File: src/rtl/color_pkg.sv
package color_pkg;

	// --------------------------------------------------
	// Colour modes and levels
	// --------------------------------------------------

	typedef enum logic [1:0] {
		green    = 2'b00,  // Monochrome green monitor
		tv       = 2'b01,  // Grey levels for a TV set
		rgb      = 2'b10,  // Attribute bits as colours
		reserved = 2'b11   // Shows black
	} color_mode_e;

	typedef logic [7:0] level_t;     // One colour channel
	typedef logic [1:0] pix_attr_t;  // Bit 0 is F1, bit 1 is F2

	localparam level_t level_full = 8'hFF;
	localparam level_t level_half = 8'h80;  // Reduced brightness

	// TV grey scale by attribute value
	localparam level_t tv_level_0 = 8'hFF;  // Normal
	localparam level_t tv_level_1 = 8'hDF;  // Dimmed
	localparam level_t tv_level_2 = 8'hBF;  // Normal with blink
	localparam level_t tv_level_3 = 8'h9F;  // Dimmed with blink

endpackage

File: src/rtl/video_pkg.sv
package video_pkg;

	// --------------------------------------------------
	// Address and counter types
	// --------------------------------------------------

	typedef logic [14:0] vaddr_t;      // Refresh and video address
	typedef logic [13:0] vram_addr_t;  // 16K byte video RAM
	typedef logic [3:0]  slot_cnt_t;   // Position inside one bus slot
	typedef logic [7:0]  frame_cnt_t;  // Frames since reset

	// --------------------------------------------------
	// Raster timing
	// --------------------------------------------------

	// One bus slot is nine osc cycles
	// CPU and video slots alternate
	localparam slot_cnt_t slot_len  = 4'd9;
	localparam slot_cnt_t stb_count = 4'd7;   // Data strobe inside a video slot

	// 320 rows of 64 fetches
	// The address runs to 0x5000 and starts over
	localparam vaddr_t frame_fetches = 15'd20480;

	// Row window inside 64 fetches
	// 48 fetches of six pixels give 288 visible pixels
	localparam logic [5:0] row_set_pos = 6'd1;
	localparam logic [5:0] row_clr_pos = 6'd49;

	// Frame counter bit that drives blink
	// Bit 4 toggles every 16 frames
	localparam int blink_frame_bit = 4;

endpackage

File: src/rtl/video_timing_if.sv
`timescale 1ns/100ps

// Slot strobes from the sequencer
// All pulses are one osc cycle wide
interface video_timing_if;

	logic video_slot;  // High for the whole video slot
	logic amux;        // Row or column phase of the DRAM address
	logic stb;         // Video data strobe
	logic pixel_clk;   // Three per slot

	modport source (
		output video_slot,
		output amux,
		output stb,
		output pixel_clk
	);

	modport sink (
		input video_slot,
		input amux,
		input stb,
		input pixel_clk
	);

endinterface

File: src/rtl/color_mapper.sv
`timescale 1ns/100ps

module color_mapper (
	input  logic                    pixel,
	input  color_pkg::pix_attr_t    attr,
	input  logic                    blink,
	input  color_pkg::color_mode_e  color_mode,
	output color_pkg::level_t       vga_r,
	output color_pkg::level_t       vga_g,
	output color_pkg::level_t       vga_b
);

	color_pkg::level_t tv_level;  // Grey for the current attribute
	logic              green_on;  // F2 blanks the pixel in the dark blink phase

	// --------------------------------------------------
	// Grey scale and blink
	// --------------------------------------------------

	always_comb begin
		case (attr)
			2'b00:   tv_level = color_pkg::tv_level_0;
			2'b01:   tv_level = color_pkg::tv_level_1;
			2'b10:   tv_level = color_pkg::tv_level_2;
			default: tv_level = color_pkg::tv_level_3;
		endcase
	end

	assign green_on = ~attr[1] | blink;

	// --------------------------------------------------
	// Mode select
	// --------------------------------------------------

	always_comb begin
		vga_r = '0;
		vga_g = '0;
		vga_b = '0;
		if (pixel) begin
			unique case (color_mode)
				color_pkg::green: begin
					if (green_on) begin
						vga_g = attr[0] ? color_pkg::level_half : color_pkg::level_full;
					end
				end
				color_pkg::tv: begin
					vga_r = tv_level;  // Same level on all three
					vga_g = tv_level;
					vga_b = tv_level;
				end
				color_pkg::rgb: begin
					vga_r = attr[0] ? color_pkg::level_full : '0;  // F1 red
					vga_b = attr[1] ? color_pkg::level_full : '0;  // F2 blue
					vga_g = (attr == 2'b00) ? color_pkg::level_half : '0;
				end
				color_pkg::reserved: begin
					vga_r = '0;  // Black
					vga_g = '0;
					vga_b = '0;
				end
			endcase
		end
	end

endmodule

File: src/rtl/pixel_shifter.sv
`timescale 1ns/100ps

module pixel_shifter (
	input  logic                  osc,
	input  logic                  reset,
	video_timing_if.sink          tif,
	input  logic [7:0]            vram_data,
	input  logic                  zat_n,
	output logic                  pixel,
	output color_pkg::pix_attr_t  attr
);

	logic [5:0] pix_buf;  // Head of the line is bit 0

	// --------------------------------------------------
	// Load and shift
	// --------------------------------------------------

	always_ff @(posedge osc) begin
		if (reset) begin
			pix_buf <= '0;  // Screen dark until the first fetch
			attr    <= '0;
		end else if (tif.stb) begin
			pix_buf <= vram_data[5:0];  // Leftmost pixel is data bit 0
			attr    <= vram_data[7:6];  // F2 and F1
		end else if (tif.pixel_clk) begin
			pix_buf <= {1'b0, pix_buf[5:1]};  // Next pixel to the head
		end
	end

	// Blank outside the display window
	assign pixel = pix_buf[0] & zat_n;

endmodule

File: src/rtl/pmd_video_top.sv
`timescale 1ns/100ps

module pmd_video_top (
	input  logic        osc,
	input  logic        reset,
	input  logic [1:0]  color_mode,  // Green, TV, RGB or black
	input  logic [7:0]  vram_data,
	output logic [13:0] vram_addr,
	output logic        pixel_clk,
	output logic        pixel,
	output logic        sd_n,
	output logic        sr_n,
	output logic        zat_n,
	output logic [7:0]  vga_r,
	output logic [7:0]  vga_g,
	output logic [7:0]  vga_b
);

	video_timing_if tif ();  // Slot strobes

	video_pkg::vaddr_t      vaddr;
	logic                   blink;
	color_pkg::pix_attr_t   attr;
	color_pkg::color_mode_e mode;

	assign mode      = color_pkg::color_mode_e'(color_mode);
	assign pixel_clk = tif.pixel_clk;  // Dot clock for the scan converter

	// --------------------------------------------------
	// Timing and address
	// --------------------------------------------------

	slot_sequencer seq0 (
		.osc   (osc),
		.reset (reset),
		.tif   (tif.source)
	);

	refresh_counter rcnt0 (
		.osc       (osc),
		.reset     (reset),
		.tif       (tif.sink),
		.vaddr     (vaddr),
		.vram_addr (vram_addr),
		.blink     (blink)
	);

	raster_sync sync0 (
		.osc   (osc),
		.reset (reset),
		.tif   (tif.sink),
		.vaddr (vaddr),
		.sd_n  (sd_n),
		.sr_n  (sr_n),
		.zat_n (zat_n)
	);

	// --------------------------------------------------
	// Pixel path
	// --------------------------------------------------

	pixel_shifter shift0 (
		.osc       (osc),
		.reset     (reset),
		.tif       (tif.sink),
		.vram_data (vram_data),
		.zat_n     (zat_n),
		.pixel     (pixel),
		.attr      (attr)
	);

	color_mapper cmap0 (
		.pixel      (pixel),
		.attr       (attr),
		.blink      (blink),
		.color_mode (mode),
		.vga_r      (vga_r),
		.vga_g      (vga_g),
		.vga_b      (vga_b)
	);

endmodule

File: src/rtl/raster_sync.sv
`timescale 1ns/100ps

module raster_sync (
	input  logic              osc,
	input  logic              reset,
	video_timing_if.sink      tif,
	input  video_pkg::vaddr_t vaddr,
	output logic              sd_n,   // Vertical sync
	output logic              sr_n,   // Horizontal sync
	output logic              zat_n   // High while the display is on
);

	logic       stb_d;
	logic       row_active;  // Inside the visible part of a row
	logic [5:0] next_pos;    // Row position the address moves to

	// Frame wrap lands on a multiple of 64 too
	assign next_pos = vaddr[5:0] + 6'd1;

	// --------------------------------------------------
	// Row window
	// --------------------------------------------------

	// Clocked form of the old set/reset latch
	// It moves on the same edge as the address
	always_ff @(posedge osc) begin
		if (reset) begin
			stb_d      <= 1'b0;
			row_active <= 1'b0;
		end else begin
			stb_d <= tif.stb;
			if (stb_d) begin
				if (next_pos == video_pkg::row_clr_pos) begin
					row_active <= 1'b0;  // Past the right edge
				end else if (next_pos == video_pkg::row_set_pos) begin
					row_active <= 1'b1;  // Row starts
				end
			end
		end
	end

	// --------------------------------------------------
	// Sync and blanking decode
	// --------------------------------------------------

	// Rows 288 to 291 of the bottom border
	assign sd_n = ~((vaddr[10:8] == 3'b000) & vaddr[11] & vaddr[14]);

	// Once per row in the right border
	assign sr_n = ~(vaddr[2] & ~vaddr[3] & ~row_active);

	// Upper 16K is border only
	assign zat_n = ~vaddr[14] & row_active;

endmodule

File: src/rtl/refresh_counter.sv
`timescale 1ns/100ps

module refresh_counter (
	input  logic                   osc,
	input  logic                   reset,
	video_timing_if.sink           tif,
	output video_pkg::vaddr_t      vaddr,
	output video_pkg::vram_addr_t  vram_addr,
	output logic                   blink
);

	logic                  stb_d;       // Cycle after the strobe
	video_pkg::vaddr_t     vaddr_next;
	video_pkg::frame_cnt_t frame_cnt;   // Replaces the counter on address bit 9

	assign vaddr_next = vaddr + 15'd1;

	// --------------------------------------------------
	// Address and frame count
	// --------------------------------------------------

	// Address moves at the end of the video slot
	// so it holds for the whole slot
	always_ff @(posedge osc) begin
		if (reset) begin
			stb_d     <= 1'b0;
			vaddr     <= '0;
			frame_cnt <= '0;
		end else begin
			stb_d <= tif.stb;
			if (stb_d) begin
				if (vaddr_next == video_pkg::frame_fetches) begin
					vaddr     <= '0;                 // Frame wrap
					frame_cnt <= frame_cnt + 8'd1;
				end else begin
					vaddr <= vaddr_next;
				end
			end
		end
	end

	assign vram_addr = vaddr[13:0];  // Top bit is not a RAM line

	// Slow toggle for blinking attributes
	assign blink = frame_cnt[video_pkg::blink_frame_bit];

endmodule

File: src/rtl/slot_sequencer.sv
`timescale 1ns/100ps

module slot_sequencer (
	input logic osc,
	input logic reset,
	video_timing_if.source tif
);

	video_pkg::slot_cnt_t slot_count;  // 0 to 8
	logic                 phi2;        // Phi2 pattern of the slot
	logic [7:0]           clk_shift;   // Eight tap chain, as the old 74LS164
	logic                 video_slot;
	logic                 dot_phase;   // Decoded tap pattern
	logic                 dot_phase_d;

	assign phi2 = (slot_count >= 4'd1) && (slot_count <= 4'd5);

	// --------------------------------------------------
	// Slot counter and slot toggle
	// --------------------------------------------------

	always_ff @(posedge osc) begin
		if (reset) begin
			slot_count <= '0;
			video_slot <= 1'b0;  // CPU slot first
		end else if (slot_count == video_pkg::slot_len - 4'd1) begin
			slot_count <= '0;
			video_slot <= ~video_slot;  // Alternate CPU and video
		end else begin
			slot_count <= slot_count + 4'd1;
		end
	end

	// --------------------------------------------------
	// Tap chain and pixel clock
	// --------------------------------------------------

	// Chain fills within the first slot
	always_ff @(posedge osc) begin
		if (reset) begin
			clk_shift   <= '0;
			dot_phase_d <= 1'b0;
		end else begin
			clk_shift   <= {clk_shift[6:0], phi2};
			dot_phase_d <= dot_phase;
		end
	end

	// Same three gates as the board
	// High at counts 0, 3, 4, 6 and 7
	assign dot_phase = (clk_shift[1] & clk_shift[7])
		| (clk_shift[1] & clk_shift[4])
		| (clk_shift[3] & clk_shift[7]);

	// Rising edge of the decode gives counts 0, 3 and 6
	assign tif.pixel_clk = dot_phase & ~dot_phase_d;

	assign tif.amux       = clk_shift[7];  // Follows the last tap
	assign tif.video_slot = video_slot;
	assign tif.stb        = video_slot && (slot_count == video_pkg::stb_count);  // Count 7 only

endmodule

File: config.mk
export PLATFORM = sky130hd
export DESIGN_NAME = pmd_video_top
export DESIGN_NICKNAME = d
export VERILOG_FILES = /design/src/rtl/color_pkg.sv /design/src/rtl/video_pkg.sv /design/src/rtl/video_timing_if.sv /design/src/rtl/color_mapper.sv /design/src/rtl/pixel_shifter.sv /design/src/rtl/pmd_video_top.sv /design/src/rtl/raster_sync.sv /design/src/rtl/refresh_counter.sv /design/src/rtl/slot_sequencer.sv
export SDC_FILE = /design/constraint.sdc
export NUM_CORES = 1
export LEC_CHECK = 0
export ABC_CLOCK_PERIOD_IN_PS = 4230
export BUFFER_PORTS_ARGS = -buffer_cell sky130_fd_sc_hd__buf_4
export CAP_MARGIN = 20
export CELL_PAD_IN_SITES_DETAIL_PLACEMENT = 1
export CELL_PAD_IN_SITES_GLOBAL_PLACEMENT = 1
export CORE_MARGIN = 5
export CORE_UTILIZATION = 44
export CTS_CLUSTER_DIAMETER = 50
export DETAILED_ROUTE_END_ITERATION = 16
export PLACE_DENSITY = 0.94
export SLEW_MARGIN = 25
export SYNTH_ARGS = -nofsm -noshare
export SYNTH_HDL_FRONTEND = slang
export SYNTH_SLANG_ARGS = --single-unit
File: constraint.sdc
create_clock -name osc -period 4.23 [get_ports osc]
set_input_delay 1.269 -clock osc [delete_from_list [all_inputs] [get_ports osc]]
set_output_delay 1.269 -clock osc [all_outputs]
set_load 0.05 [all_outputs]
==> results.yml <==
status:
  outcome: "finished, final reports clean"
placed_design:
  dp_worst_setup_slack_ns: 0.330
  post_dp_cell_area_um2: 2890
  io_buffer_count: 54
  place.gp.congestion: 0.866
  dp.cells: 411
  dp.final_hpwl_um: 4990
yosys:
  synth_fp_nets: 349
  synthDistinctLibCells: 47
  synth_edf_count: 0
  syn_area_um2: 2690
  async_flop_share_pct: 0
  yosys-top-cells-area: "dfxtp_1 (33%), buf_4 (9.8%), nor2_1 (5.2%)"
  syn_area_per_cell_um2: 8.22
  synthFlopType: "dfxtp_1"
  seq_area_frac_synth_pct: 32.8
  ys_seq_elements: 44
  syn_inst: 327
  netlist.area_leader.share_pct: 32.8
  yosysTopAreaCell: "dfxtp_1"
  yosysWarnings: 0
final_layout:
  num_antenna_cells: 0
  fill_cells: 712
  drive_gt1_share_pct: 21.5
  layout.nets: 365
  final_common_cell: "buf_4"
  multiInputGateArea_um2: 1470
  post-route-cell-area_um2: 3000
  final_cells: 419
  layout_common_cells: "buf_4 (54), dfxtp_1 (44), nor2_1 (37), nand2_1 (27), a21oi_1 (22)"
  ff_latch_area_um2: 881
  area_growth_pct: 11.6
drt:
  first_pass_iters: 4
  ant_nets: 0
  wl_per_cell_um: 16.2
  drtIter0Drc: 113
  drc: 0
  viasPerCell: 5.48
  drt_wl_total_um: 6800
  num_vias: 2298
timing:
  hold_viol_final: 0
  worstMarginPinSlew_ns: 0.699
  setup_ws_ns: 0.313
  finalCriticalPeriod_ns: 3.92
  finalSetupViolations: 0
  rsz0062_at_grt: "no"
  max_slew_margin_pct: 53.2
  hold_slack_ns: 0.457
  skew_ns: 0.0106
  fmax_ghz: 0.255
  fin_crit_sh_pct: 92.6
  drv_slew: 0
die:
  std_cell_rows: 28
  num_io_pins: 55
  design.core.area_um2: 5920
  die-area_um2: 7770
  start_util_pct: 45.4
  die_y_um: 88.2
  die_x_um: 88.2
clock_tree:
  clk_pin_slew_ns: 0.09
  tritoncts: "yes"
  cts_sinks: 44
  cts_setup_buffers: 0
  cts_resized: 0
  cts_hold_buf: 0
  cts_buffers: 5
  h-tree-depth: 2
  clockBufferDepth: 2
  root_buffer: "clkbuf_8"
  clock_latency_ns: 0.30
global_route:
  grt_pass1_wl_um: 11200
  antenna_found_initial: 0
  grt_use_met2_pct: 32.8
  grt_usage_pct: 17.9
  top_usage_layer: "met2"
  grt_max_degree: 49
  use_met1_pct: 21.3
  grt_pass1_vias: 2358
  overflow: 0
  globalRouteMet3Util_pct: 3.10
job:
  cap_violations: 0
worst_setup_path:
  required_ns: 2.96
  crit_fanout: 6
  cp-start-kind: "primary input"
  critical_path_class: "primary input to output pin"
  rrSetupSlack_ns: 1.37
  cp.arrival_ns: 2.65
  critPathCaptureType: "output pin"
power:
  finalPower_mw: 0.815
  p_leak_nw: 1.22
  p_per_area_nw_per_um2: 272
  ir_worst_vdd_uv: 162
hold_path:
  min_path_type: "flip-flop to flip-flop"
[area by class of cell]
| class | instances | share of cell area [%] |
|---|---|---|
| multi-input combinational | 227 | 48.9 |
| clock inverter | 3 | 1.42 |
| tap | 75 | 3.13 |
| clock buffer | 5 | 2.29 |
| sequential | 44 | 29.4 |
| inverter | 11 | 1.38 |
| timing repair buffer | 54 | 13.5 |
[critical path, cell delays in order]
cell	delay [ns]
buf_4	0.12
inv_1	0.07
ha_1	0.25
nor2b_1	0.19
o21ai_0	0.10
a21oi_1	0.35
buf_4	0.28
[synthesized netlist by cell type, types with 4 or more instances]
master,number
dfxtp_1,44
nor2_1,37
buf_4,35
nand2_1,27
a21oi_1,22
nand3_1,13
xor2_1,12
nor2b_1,11
nor3_1,11
ha_1,10
inv_1,10
mux2i_1,10
nand2b_1,7
xnor2_1,7
nand4_1,6
a211oi_1,5
clkbuf_1,5
buf_2,4
mux2_2,4
nor3b_1,4
o21ai_0,4
[path summary, 6_finish.rpt]
| check | cells after the start | end | startpoint |
|---|---|---|---|
| worst max-delay path | 7 | vga_g[1] | color_mode[0] |
| worst min-delay path | 1 | seq0.clk_shift[6]$_SDFF_PP0_ | seq0.clk_shift[5]$_SDFF_PP0_ |
| worst max register to register | 7 | rcnt0.frame_cnt[4]$_SDFFE_PP0P_ | rcnt0.vaddr[1]$_SDFFE_PP0P_ |
| worst min register to register | 1 | seq0.clk_shift[6]$_SDFF_PP0_ | seq0.clk_shift[5]$_SDFF_PP0_ |
[registers in the layout, indices dropped and copies added, names as in the netlist, 2 cells and up]
register / cells
rcnt0.vaddr: 15
rcnt0.frame_cnt: 5
seq0.slot_count: 4
shift0.attr: 2
seq0.clk_shift: 8
shift0.pix_buf: 6
[metal layers]
metal  vias to the layer above  wire length [um]  share of wire, %
met3                        13               187               2.8
met4                         0               116               1.7
met5                         -                 0                 0
met1                      1131              2880                42
met2                        39              3610                53
li1                       1115                 -                 -
[kinds of logic (layout without fill, tap and decap cells)]
| family | count (synthesis) | after routing | share of synthesized area [%] |
|---|---|---|---|
| muxes | 14 | 14 | 5.40 |
| and+or+nand+nor | 137 | 137 | 26.9 |
| DFF | 44 | 44 | 32.8 |
| AOI/OAI and AO/OA | 46 | 46 | 10.7 |
| adders and majority gates | 10 | 10 | 4.65 |
| xor gates and xnor gates | 20 | 20 | 6.79 |
| buffers and inverters | 56 | 73 | 12.9 |
[power breakdown]
group / switching [mW] / internal [mW] / total [mW]
clock network: 0.153 / 0.175 / 0.328
registers: 0.00757 / 0.421 / 0.429
logic: 0.0337 / 0.0247 / 0.0584
total: 0.195 / 0.621 / 0.815
[through the flow]
stage | utilization [%] | setup TNS [ns]
2_1_floorplan | - | -1.93
4_1_cts | 50.7 | 0
6_report | 50.7 | 0
3_5_place_dp | 48.8 | 0
5_1_grt | 50.7 | 0
3_3_place_gp | 48.8 | 0
No activity file was read; power rests on OpenSTA's default activity.
